File: config.mk
export PLATFORM = sky130hd
export DESIGN_NAME = ucpu_core
export DESIGN_NICKNAME = d
export VERILOG_FILES = /design/src/ucpu_pkg.sv /design/src/alu.sv /design/src/branch_unit.sv /design/src/bus_datapath.sv /design/src/control_decode.sv /design/src/ucpu_core.sv
export SDC_FILE = /design/constraint.sdc
export NUM_CORES = 2
export LEC_CHECK = 0
export ABC_CLOCK_PERIOD_IN_PS = 6400
export BUFFER_PORTS_ARGS = -buffer_cell sky130_fd_sc_hd__buf_2
export CAP_MARGIN = 30
export CORE_ASPECT_RATIO = 1.25
export CORE_UTILIZATION = 25
export CTS_CLUSTER_DIAMETER = 60
export DETAILED_ROUTE_END_ITERATION = 10
export PLACE_DENSITY = 0.52
export SLEW_MARGIN = 20
export SYNTH_ARGS = -nofsm -noshare
export SYNTH_HDL_FRONTEND = slang
export SYNTH_SLANG_ARGS = --single-unit
File: constraint.sdc
create_clock -name clk -period 6.4 [get_ports clk]
set_input_delay 1.28 -clock clk [delete_from_list [all_inputs] [get_ports clk]]
set_output_delay 1.28 -clock clk [all_outputs]
set_load 0.02 [all_outputs]
File: src/ucpu_pkg.sv
// Word width is fixed at 16 by the microinstruction format and flag vectors are ordered {n, c, z}
package ucpu_pkg;

    parameter int data_w = 16;  // Datapath and microinstruction width

    // Bus source codes in the bus view, code 7 unused
    localparam logic [2:0] src_pc    = 3'd0;
    localparam logic [2:0] src_ir_hi = 3'd1;
    localparam logic [2:0] src_ir_lo = 3'd2;
    localparam logic [2:0] src_ram   = 3'd3;
    localparam logic [2:0] src_x     = 3'd4;
    localparam logic [2:0] src_y     = 3'd5;
    localparam logic [2:0] src_dev   = 3'd6;

    // Bus sink codes, shared by both views
    localparam logic [2:0] snk_none  = 3'd0;  // Nobody listens
    localparam logic [2:0] snk_mar   = 3'd1;
    localparam logic [2:0] snk_ir    = 3'd2;
    localparam logic [2:0] snk_ram   = 3'd3;
    localparam logic [2:0] snk_x     = 3'd4;
    localparam logic [2:0] snk_y     = 3'd5;
    localparam logic [2:0] snk_dev   = 3'd6;

    // Flag vector bit positions
    localparam int flag_z = 0;
    localparam int flag_c = 1;
    localparam int flag_n = 2;

    // Word as read when bit 15 is set
    typedef struct packed {
        logic       eo;      // ALU result onto bus
        logic       ex;      // Enable X
        logic       nx;      // Invert X
        logic       ey;      // Enable Y
        logic       ny;      // Invert Y
        logic       f;       // Add when set, AND when clear
        logic       no;      // Invert output
        logic [2:0] bus_in;  // Sink code
        logic       jc;
        logic       jz;
        logic       jgt;
        logic       jlt;
        logic [1:0] spare;
    } alu_view_t;

    // Word as read when bit 15 is clear
    typedef struct packed {
        logic       eo;
        logic [2:0] bus_out;  // Source code
        logic       rt;       // Return pulse request
        logic       pa;       // PC increment
        logic       spare_hi;
        logic [2:0] bus_in;
        logic       jc;
        logic       jz;
        logic       jgt;
        logic       jlt;
        logic [1:0] spare;
    } bus_view_t;

    typedef union packed {
        alu_view_t alu_view;
        bus_view_t bus_view;
    } uinstr_t;

endpackage

File: src/alu.sv
`timescale 1ns/1ps
// Purely combinational and carry is only meaningful for add, so an AND result reports carry clear
module alu (
    input  logic [ucpu_pkg::data_w-1:0] x,
    input  logic [ucpu_pkg::data_w-1:0] y,
    input  logic [5:0]                  alu_ctl,     // {ex, nx, ey, ny, f, no}
    output logic [ucpu_pkg::data_w-1:0] result,
    output logic [2:0]                  flags_next   // Indexed by flag_* positions
);
    import ucpu_pkg::*;

    logic              ex;
    logic              nx;
    logic              ey;
    logic              ny;
    logic              f;
    logic              no;
    logic [data_w-1:0] x_en;   // X after enable
    logic [data_w-1:0] x_op;   // X after optional invert
    logic [data_w-1:0] y_en;
    logic [data_w-1:0] y_op;
    logic [data_w:0]   sum;    // Extra bit holds carry out
    logic [data_w-1:0] f_out;  // Before output invert

    assign {ex, nx, ey, ny, f, no} = alu_ctl;

    // Operand conditioning, zero first then invert
    assign x_en = ex ? x : '0;
    assign x_op = nx ? ~x_en : x_en;
    assign y_en = ey ? y : '0;
    assign y_op = ny ? ~y_en : y_en;

    // Single adder, widened by one for carry
    assign sum = {1'b0, x_op} + {1'b0, y_op};

    assign f_out  = f ? sum[data_w-1:0] : (x_op & y_op);
    assign result = no ? ~f_out : f_out;  // NO applies after F

    // Flags from the final word except carry
    always_comb begin
        flags_next         = '0;
        flags_next[flag_z] = (result == '0);
        flags_next[flag_c] = f & sum[data_w];  // Cleared for AND
        flags_next[flag_n] = result[data_w-1];  // Sign bit
    end

endmodule

File: src/branch_unit.sv
`timescale 1ns/1ps
// Jumps test the flags held before the current cycle, and flags change only in EO cycles
module branch_unit (
    input  logic       clk,
    input  logic       arst_n,
    input  logic       eo,          // Flag latch enable
    input  logic [2:0] flags_next,  // From the ALU
    input  logic       jc,
    input  logic       jz,
    input  logic       jgt,
    input  logic       jlt,
    output logic [2:0] flags,
    output logic       pc_load
);
    import ucpu_pkg::*;

    logic zero;
    logic carry;
    logic neg;

    // Flag register
    always_ff @(posedge clk or negedge arst_n) begin
        if (!arst_n) begin
            flags <= '0;
        end else if (eo) begin
            flags <= flags_next;
        end
    end

    assign zero  = flags[flag_z];
    assign carry = flags[flag_c];
    assign neg   = flags[flag_n];

    // Any selected test that holds loads PC
    assign pc_load = (jc  & carry)
                   | (jz  & zero)
                   | (jgt & ~zero & ~neg)  // Strictly positive
                   | (jlt & neg);

    // No load without a jump bit
    a_load_needs_jump: assert property (@(posedge clk) disable iff (!arst_n)
        pc_load |-> (jc || jz || jgt || jlt))
        else $error("branch_unit: PC load without jump bit");

endmodule

File: src/bus_datapath.sv
`timescale 1ns/1ps
// RAM has 2^ram_aw words addressed by the low MAR bits with ram_aw at most 16, reads are asynchronous
module bus_datapath #(
    parameter int ram_aw = 8
) (
    input  logic                        clk,
    input  logic                        arst_n,
    input  logic                        eo,          // ALU result owns the bus
    input  logic                        pc_oe,
    input  logic                        irh_oe,
    input  logic                        irl_oe,
    input  logic                        ram_oe,
    input  logic                        x_oe,
    input  logic                        y_oe,
    input  logic                        dev_oe,
    input  logic                        pa,          // PC increment
    input  logic                        mar_we,
    input  logic                        ir_we,
    input  logic                        ram_we,
    input  logic                        x_we,
    input  logic                        y_we,
    input  logic                        dev_we,
    input  logic [ucpu_pkg::data_w-1:0] alu_result,
    input  logic [ucpu_pkg::data_w-1:0] dev_in,
    input  logic                        pc_load,     // Taken jump
    output logic [ucpu_pkg::data_w-1:0] x,
    output logic [ucpu_pkg::data_w-1:0] y,
    output logic [ucpu_pkg::data_w-1:0] pc,
    output logic [ucpu_pkg::data_w-1:0] dev_out,
    output logic                        dev_out_valid,
    output logic [ucpu_pkg::data_w-1:0] bus
);
    import ucpu_pkg::*;

    localparam int ram_words = 1 << ram_aw;
    localparam int half_w    = data_w / 2;  // IR byte width

    logic [data_w-1:0] mar;
    logic [data_w-1:0] ir;
    logic [data_w-1:0] ram [ram_words];  // No reset on storage
    logic [ram_aw-1:0] ram_addr;

    assign ram_addr = mar[ram_aw-1:0];  // Upper MAR bits ignored

    // Bus multiplexer
    always_comb begin
        if (eo) begin
            bus = alu_result;
        end else if (pc_oe) begin
            bus = pc;
        end else if (irh_oe) begin
            bus = {{half_w{1'b0}}, ir[data_w-1:half_w]};  // Zero-extended high byte
        end else if (irl_oe) begin
            bus = {{half_w{1'b0}}, ir[half_w-1:0]};
        end else if (ram_oe) begin
            bus = ram[ram_addr];
        end else if (x_oe) begin
            bus = x;
        end else if (y_oe) begin
            bus = y;
        end else if (dev_oe) begin
            bus = dev_in;
        end else begin
            bus = '0;  // Spare code or idle bus
        end
    end

    // General registers
    always_ff @(posedge clk or negedge arst_n) begin
        if (!arst_n) begin
            mar <= '0;
            ir  <= '0;
            x   <= '0;
            y   <= '0;
        end else begin
            if (mar_we) mar <= bus;
            if (ir_we)  ir  <= bus;
            if (x_we)   x   <= bus;
            if (y_we)   y   <= bus;
        end
    end

    // Jump load beats P+
    always_ff @(posedge clk or negedge arst_n) begin
        if (!arst_n) begin
            pc <= '0;
        end else if (pc_load) begin
            pc <= bus;
        end else if (pa) begin
            pc <= pc + 1'b1;
        end
    end

    always_ff @(posedge clk) begin
        if (ram_we) ram[ram_addr] <= bus;
    end

    // Device output with one-cycle valid pulse
    always_ff @(posedge clk or negedge arst_n) begin
        if (!arst_n) begin
            dev_out       <= '0;
            dev_out_valid <= 1'b0;
        end else begin
            dev_out_valid <= dev_we;
            if (dev_we) dev_out <= bus;
        end
    end

    // PC takes the jump target even when P+ is also set
    a_pc_jump: assert property (@(posedge clk) disable iff (!arst_n)
        pc_load |=> (pc == $past(bus)))
        else $error("bus_datapath: PC missed jump target");

endmodule

File: src/control_decode.sv
`timescale 1ns/1ps
// Combinational decode only, and source strobes, RT and P+ are held low whenever EO is set
module control_decode (
    input  ucpu_pkg::uinstr_t uinstr,
    output logic              eo,
    output logic              pc_oe,
    output logic              irh_oe,
    output logic              irl_oe,
    output logic              ram_oe,
    output logic              x_oe,
    output logic              y_oe,
    output logic              dev_oe,
    output logic              rt,
    output logic              pa,
    output logic              mar_we,
    output logic              ir_we,
    output logic              ram_we,
    output logic              x_we,
    output logic              y_we,
    output logic              dev_we,
    output logic              jc,
    output logic              jz,
    output logic              jgt,
    output logic              jlt,
    output logic [5:0]        alu_ctl
);
    import ucpu_pkg::*;

    logic [2:0] bus_out;  // Source code, valid only in bus view
    logic       src_en;   // Low in ALU cycles
    logic [2:0] bus_in;   // Sink code, same bits in both views
    logic [6:0] srcs;     // Gathered for checking
    logic [5:0] snks;

    assign eo = uinstr.alu_view.eo;  // Same bit in both views

    // Sink and jump fields sit at the same bits in both views
    assign bus_in = uinstr.bus_view.bus_in;
    assign {jc, jz, jgt, jlt} = {uinstr.bus_view.jc, uinstr.bus_view.jz,
                                 uinstr.bus_view.jgt, uinstr.bus_view.jlt};

    // Pick fields through the view bit 15 selects
    always_comb begin
        if (eo) begin
            alu_ctl = {uinstr.alu_view.ex, uinstr.alu_view.nx,
                       uinstr.alu_view.ey, uinstr.alu_view.ny,
                       uinstr.alu_view.f,  uinstr.alu_view.no};
            src_en  = 1'b0;               // ALU owns the bus
            bus_out = src_pc;             // Don't care, masked by src_en
            rt      = 1'b0;
            pa      = 1'b0;
        end else begin
            alu_ctl = '0;                 // ALU idle, result unused
            src_en  = 1'b1;
            bus_out = uinstr.bus_view.bus_out;
            rt      = uinstr.bus_view.rt;
            pa      = uinstr.bus_view.pa;
        end
    end

    // Source strobes
    assign pc_oe  = src_en && (bus_out == src_pc);
    assign irh_oe = src_en && (bus_out == src_ir_hi);  // IR high byte
    assign irl_oe = src_en && (bus_out == src_ir_lo);  // IR low byte
    assign ram_oe = src_en && (bus_out == src_ram);
    assign x_oe   = src_en && (bus_out == src_x);
    assign y_oe   = src_en && (bus_out == src_y);
    assign dev_oe = src_en && (bus_out == src_dev);

    // Sink strobes apply in both views
    assign mar_we = (bus_in == snk_mar);
    assign ir_we  = (bus_in == snk_ir);
    assign ram_we = (bus_in == snk_ram);
    assign x_we   = (bus_in == snk_x);
    assign y_we   = (bus_in == snk_y);
    assign dev_we = (bus_in == snk_dev);

    assign srcs = {pc_oe, irh_oe, irl_oe, ram_oe, x_oe, y_oe, dev_oe};
    assign snks = {mar_we, ir_we, ram_we, x_we, y_we, dev_we};

    // One driver and one writer at most
    always_comb begin
        assert ($onehot0(srcs)) else $error("control_decode: several bus sources");
        assert ($onehot0(snks)) else $error("control_decode: several bus sinks");
    end

endmodule

File: src/ucpu_core.sv
`timescale 1ns/1ps
// Core without sequencer or microcode store, so one microinstruction must arrive every clock
module ucpu_core #(
    parameter int ram_aw = 8  // RAM depth is 2^ram_aw
) (
    input  logic                        clk,
    input  logic                        arst_n,
    input  logic [ucpu_pkg::data_w-1:0] uinstr,
    input  logic [ucpu_pkg::data_w-1:0] dev_in,
    output logic [ucpu_pkg::data_w-1:0] pc,
    output logic [ucpu_pkg::data_w-1:0] dev_out,
    output logic                        dev_out_valid,
    output logic                        rt_pulse,
    output logic [2:0]                  flags
);
    import ucpu_pkg::*;

    logic              eo;
    logic              pc_oe;
    logic              irh_oe;
    logic              irl_oe;
    logic              ram_oe;
    logic              x_oe;
    logic              y_oe;
    logic              dev_oe;
    logic              rt;
    logic              pa;
    logic              mar_we;
    logic              ir_we;
    logic              ram_we;
    logic              x_we;
    logic              y_we;
    logic              dev_we;
    logic              jc;
    logic              jz;
    logic              jgt;
    logic              jlt;
    logic [5:0]        alu_ctl;
    logic [data_w-1:0] x;          // Operand registers to ALU
    logic [data_w-1:0] y;
    logic [data_w-1:0] alu_result;
    logic [2:0]        flags_next;
    logic              pc_load;
    logic [data_w-1:0] bus;

    // Decode
    control_decode u_control_decode (
        .uinstr (uinstr),
        .eo     (eo),
        .pc_oe  (pc_oe),
        .irh_oe (irh_oe),
        .irl_oe (irl_oe),
        .ram_oe (ram_oe),
        .x_oe   (x_oe),
        .y_oe   (y_oe),
        .dev_oe (dev_oe),
        .rt     (rt),
        .pa     (pa),
        .mar_we (mar_we),
        .ir_we  (ir_we),
        .ram_we (ram_we),
        .x_we   (x_we),
        .y_we   (y_we),
        .dev_we (dev_we),
        .jc     (jc),
        .jz     (jz),
        .jgt    (jgt),
        .jlt    (jlt),
        .alu_ctl(alu_ctl)
    );

    // Execute
    alu u_alu (
        .x         (x),
        .y         (y),
        .alu_ctl   (alu_ctl),
        .result    (alu_result),
        .flags_next(flags_next)
    );

    bus_datapath #(
        .ram_aw(ram_aw)
    ) u_bus_datapath (
        .clk          (clk),
        .arst_n       (arst_n),
        .eo           (eo),
        .pc_oe        (pc_oe),
        .irh_oe       (irh_oe),
        .irl_oe       (irl_oe),
        .ram_oe       (ram_oe),
        .x_oe         (x_oe),
        .y_oe         (y_oe),
        .dev_oe       (dev_oe),
        .pa           (pa),
        .mar_we       (mar_we),
        .ir_we        (ir_we),
        .ram_we       (ram_we),
        .x_we         (x_we),
        .y_we         (y_we),
        .dev_we       (dev_we),
        .alu_result   (alu_result),
        .dev_in       (dev_in),
        .pc_load      (pc_load),
        .x            (x),
        .y            (y),
        .pc           (pc),
        .dev_out      (dev_out),
        .dev_out_valid(dev_out_valid),
        .bus          (bus)
    );

    // Result
    branch_unit u_branch_unit (
        .clk       (clk),
        .arst_n    (arst_n),
        .eo        (eo),
        .flags_next(flags_next),
        .jc        (jc),
        .jz        (jz),
        .jgt       (jgt),
        .jlt       (jlt),
        .flags     (flags),
        .pc_load   (pc_load)
    );

    // RT shows one cycle late
    always_ff @(posedge clk or negedge arst_n) begin
        if (!arst_n) begin
            rt_pulse <= 1'b0;
        end else begin
            rt_pulse <= rt;
        end
    end

    // Device word is the bus value of the writing cycle, ALU cycles included
    a_dev_word: assert property (@(posedge clk) disable iff (!arst_n)
        dev_we |=> (dev_out_valid && dev_out == $past(bus)))
        else $error("ucpu_core: device write lost");

endmodule

==> impl_metrics.toml <==
[run_status]
status = "completed"

[detailed_routing]
num_vias = 82671
drc = 0
drt_iter0_markers = 9669
vias_per_cell = 4.78
detail-route-antenna-nets = 0
firstDrtPassIters = 6
wl_mm = 511
wl_per_cell_um = 29.5

[global_routing]
overflow = 0
grt_max_degree = 225
antenna_found_initial = 22
grt_pass1_vias = 84353
track_usage = 0.150
grt_pass1_wl_mm = 699

[synthesis]
synthAdderAreaFrac = 0.00142
async_reset_ff_frac = 0.0222
synth_seq_area_share = 0.767
netlist_area_um2 = 163000
synthTopCellsByCount = "edfxtp_1 (4096), mux4_2 (1116), nor2_1 (336)"
synth_seq_cells = 4189
yosys_warnings = 0
synth_edf_count = 4096
synth_nets = 7586
synthMuxAreaShare = 0.162
avgSynthCellArea_um2 = 21.7
yosys.area.top_type = "edfxtp_1"
netlist-cell-type-count = 80
synth_compound_area_frac = 0.0264
synthSimpleGateAreaFrac = 0.0244
synth_top_cell_area_share = 0.752
synth_top_family_by_area = "multiplexers"
synth_area_leaders = "edfxtp_1 (75%), mux4_2 (15%), dfrtp_1 (1.4%)"
synth_xor_area_frac = 0.00370
yosysMostFrequentCell = "edfxtp_1"
synth_ff_type = "edfxtp_1"
netlist_instances = 7534

[floorplan]
ios = 71
die_h_um = 906
rows = 331
initial_utilization = 0.251
die_x_um = 725
die_area_um2 = 657000
coreArea_um2 = 651000

[clock_tree]
cts_hold_buffers = 0
clk_path_buf_depth = 4
root_buffer = "clkbuf_16"
post-cts-setup-buffers = 0
cts.clk_slew.worst_paths_ns = 0.07
insertion_delay_ns = 0.99
cts-buffers-inserted = 393
cts_tree = "done"
cts.sinks = 4189
cts_max_level = 5
cts_resized = 0

[final_layout]
multi_input_area_um2 = 36600
drive_gt1_frac = 0.326
seqCellArea_um2 = 125000
n_fill_cell = 62830
area_delta_synth_final_pct = 17.9
nets = 8357

[power]
p_leak_nw = 59.4
power.density_nw_per_um2 = 355
ir_drop_uv = 242

[sta]
fin_crit_ns = 6.03
relSlewSlack = 0.168
worstMarginPinSlew_ns = 1.25
finalSetupViolations = 0
rsz0062_at_grt = "false"
hold_violations = 0
fmax_mhz = 166
period_share = 0.943
holdWs_ns = 0.264
skew_ns = 0.0973
maxSlewViolCount = 0
setup_tns_ns = 0

[setup_path]
critPathRequiredTime_ns = 6.91
path_class = "reg -> reg"
start_kind = "flop"
ff2ff_setup_slack_ns = 0.37
cp.arrival_ns = 6.55
crit_path_end_kind = "flop"
critPathMaxFanout = 113

[run]
drv_cap = 0

[place]
globalplace.congestion = 0.884
portBuffers = 68
dp_hpwl_mm = 333

[worst_hold_path]
hold_class = "in -> async"
power breakdown:
part	internal (W)	switching [W]	total [W]
Sequential	0.0317	0.000325	0.0320
Clock	0.0124	0.0103	0.0228
Combinational	0.00486	0.00882	0.0137
placed cells by master (no fill, tap or decap), types with 31 or more instances in the layout:
cell type,count
mux4_2,1116
xnor2_1,60
nor2_2,202
mux2i_1,126
nand3_1,31
and2_1,37
o21ai_1,34
clkbuf_16,403
dfrtp_1,85
clkinv_2,71
edfxtp_1,4096
a22o_1,31
clkbuf_1,82
nand2_1,276
buf_12,111
nor3_1,38
buf_2,68
a22oi_1,126
nor2_1,124
clkinv_1,91
a21oi_1,120
o21ai_0,97
a221oi_1,35
buf_4,639
worst max-delay path, cell delays in order (launching register included):
cell and delay [ns]:
dfrtp_4 0.97, buf_12 0.27, buf_12 0.18, buf_12 0.15, buf_4 0.22, mux4_2 0.53
mux4_2 0.65, a22oi_1 0.70, nand2_1 0.35, a21oi_1 0.25, buf_4 0.20, nor2_1 0.07
nor3_2 0.27, buf_4 0.18, nand2_8 0.10, buf_12 0.25
final timing paths:
path / from / endpoint / cells after the start
max in group asynchronous: arst_n / u_bus_datapath.y[11] / 2
worst max register to register: u_bus_datapath.mar[0] / u_bus_datapath.ram[214][14] / 15
worst min-delay path: arst_n / u_bus_datapath.dev_out[4] / 1
worst max-delay path: u_bus_datapath.mar[0] / u_bus_datapath.ram[214][14] / 15
worst min register to register: u_bus_datapath.dev_out[8] / u_bus_datapath.dev_out[8] / 2
min in group clk: u_bus_datapath.dev_out[8] / u_bus_datapath.dev_out[8] / 2
metal layers:
| layer | GRT usage | share of wire |
|---|---|---|
| met5 | 0 | 0.000078 |
| met4 | 0.0807 | 0.062 |
| met3 | 0.0225 | 0.065 |
| met2 | 0.260 | 0.50 |
| met1 | 0.181 | 0.38 |
layout make-up:
class,instances,area share
clock buffers,488,0.0541
diodes,14,0.000182
clock inverters,231,0.00963
inverters,37,0.00111
well taps,8658,0.0562
multi-input cells,2860,0.190
flip-flops and latches,4189,0.650
repair buffers,824,0.0387
kinds of logic (layout without fill, tap and decap cells):
group,count (synthesis),in the layout
buf+inv,485,1580
xor+xnor,69,69
compound gates,636,636
other cells,0,14
flops,4189,4189
fa+ha+maj,18,18
simple gates,886,886
mux,1251,1251
registers in the layout, summed over array words and instances, names as in the netlist:
name	cells
u_bus_datapath.pc	16
u_bus_datapath.mar	8
u_bus_datapath.dev_out	16
u_bus_datapath.dev_out_valid	1
u_bus_datapath.ram	4096
u_branch_unit.flags	3
u_bus_datapath.x	16
u_bus_datapath.ir	16
rt_pulse	1
u_bus_datapath.y	16
stage by stage:
step / setup slack, ns / utilization / instance area, um^2 / instances / total power [W]
6_report: 0.365 / 0.296 / 193000 / 17301 / 0.0684
5_1_grt: 0.386 / 0.296 / 193000 / 17288 / 0.0702
4_1_cts: 0.603 / 0.296 / 193000 / 17285 / 0.0689
3_5_place_dp: 0.573 / 0.277 / 180000 / 16566 / 0.0463
3_3_place_gp: 0.559 / 0.277 / 180000 / 16556 / 0.0460
2_1_floorplan: -0.429 / - / 164000 / 7534 / 0.0399
No activity file was read; power rests on OpenSTA's default activity.
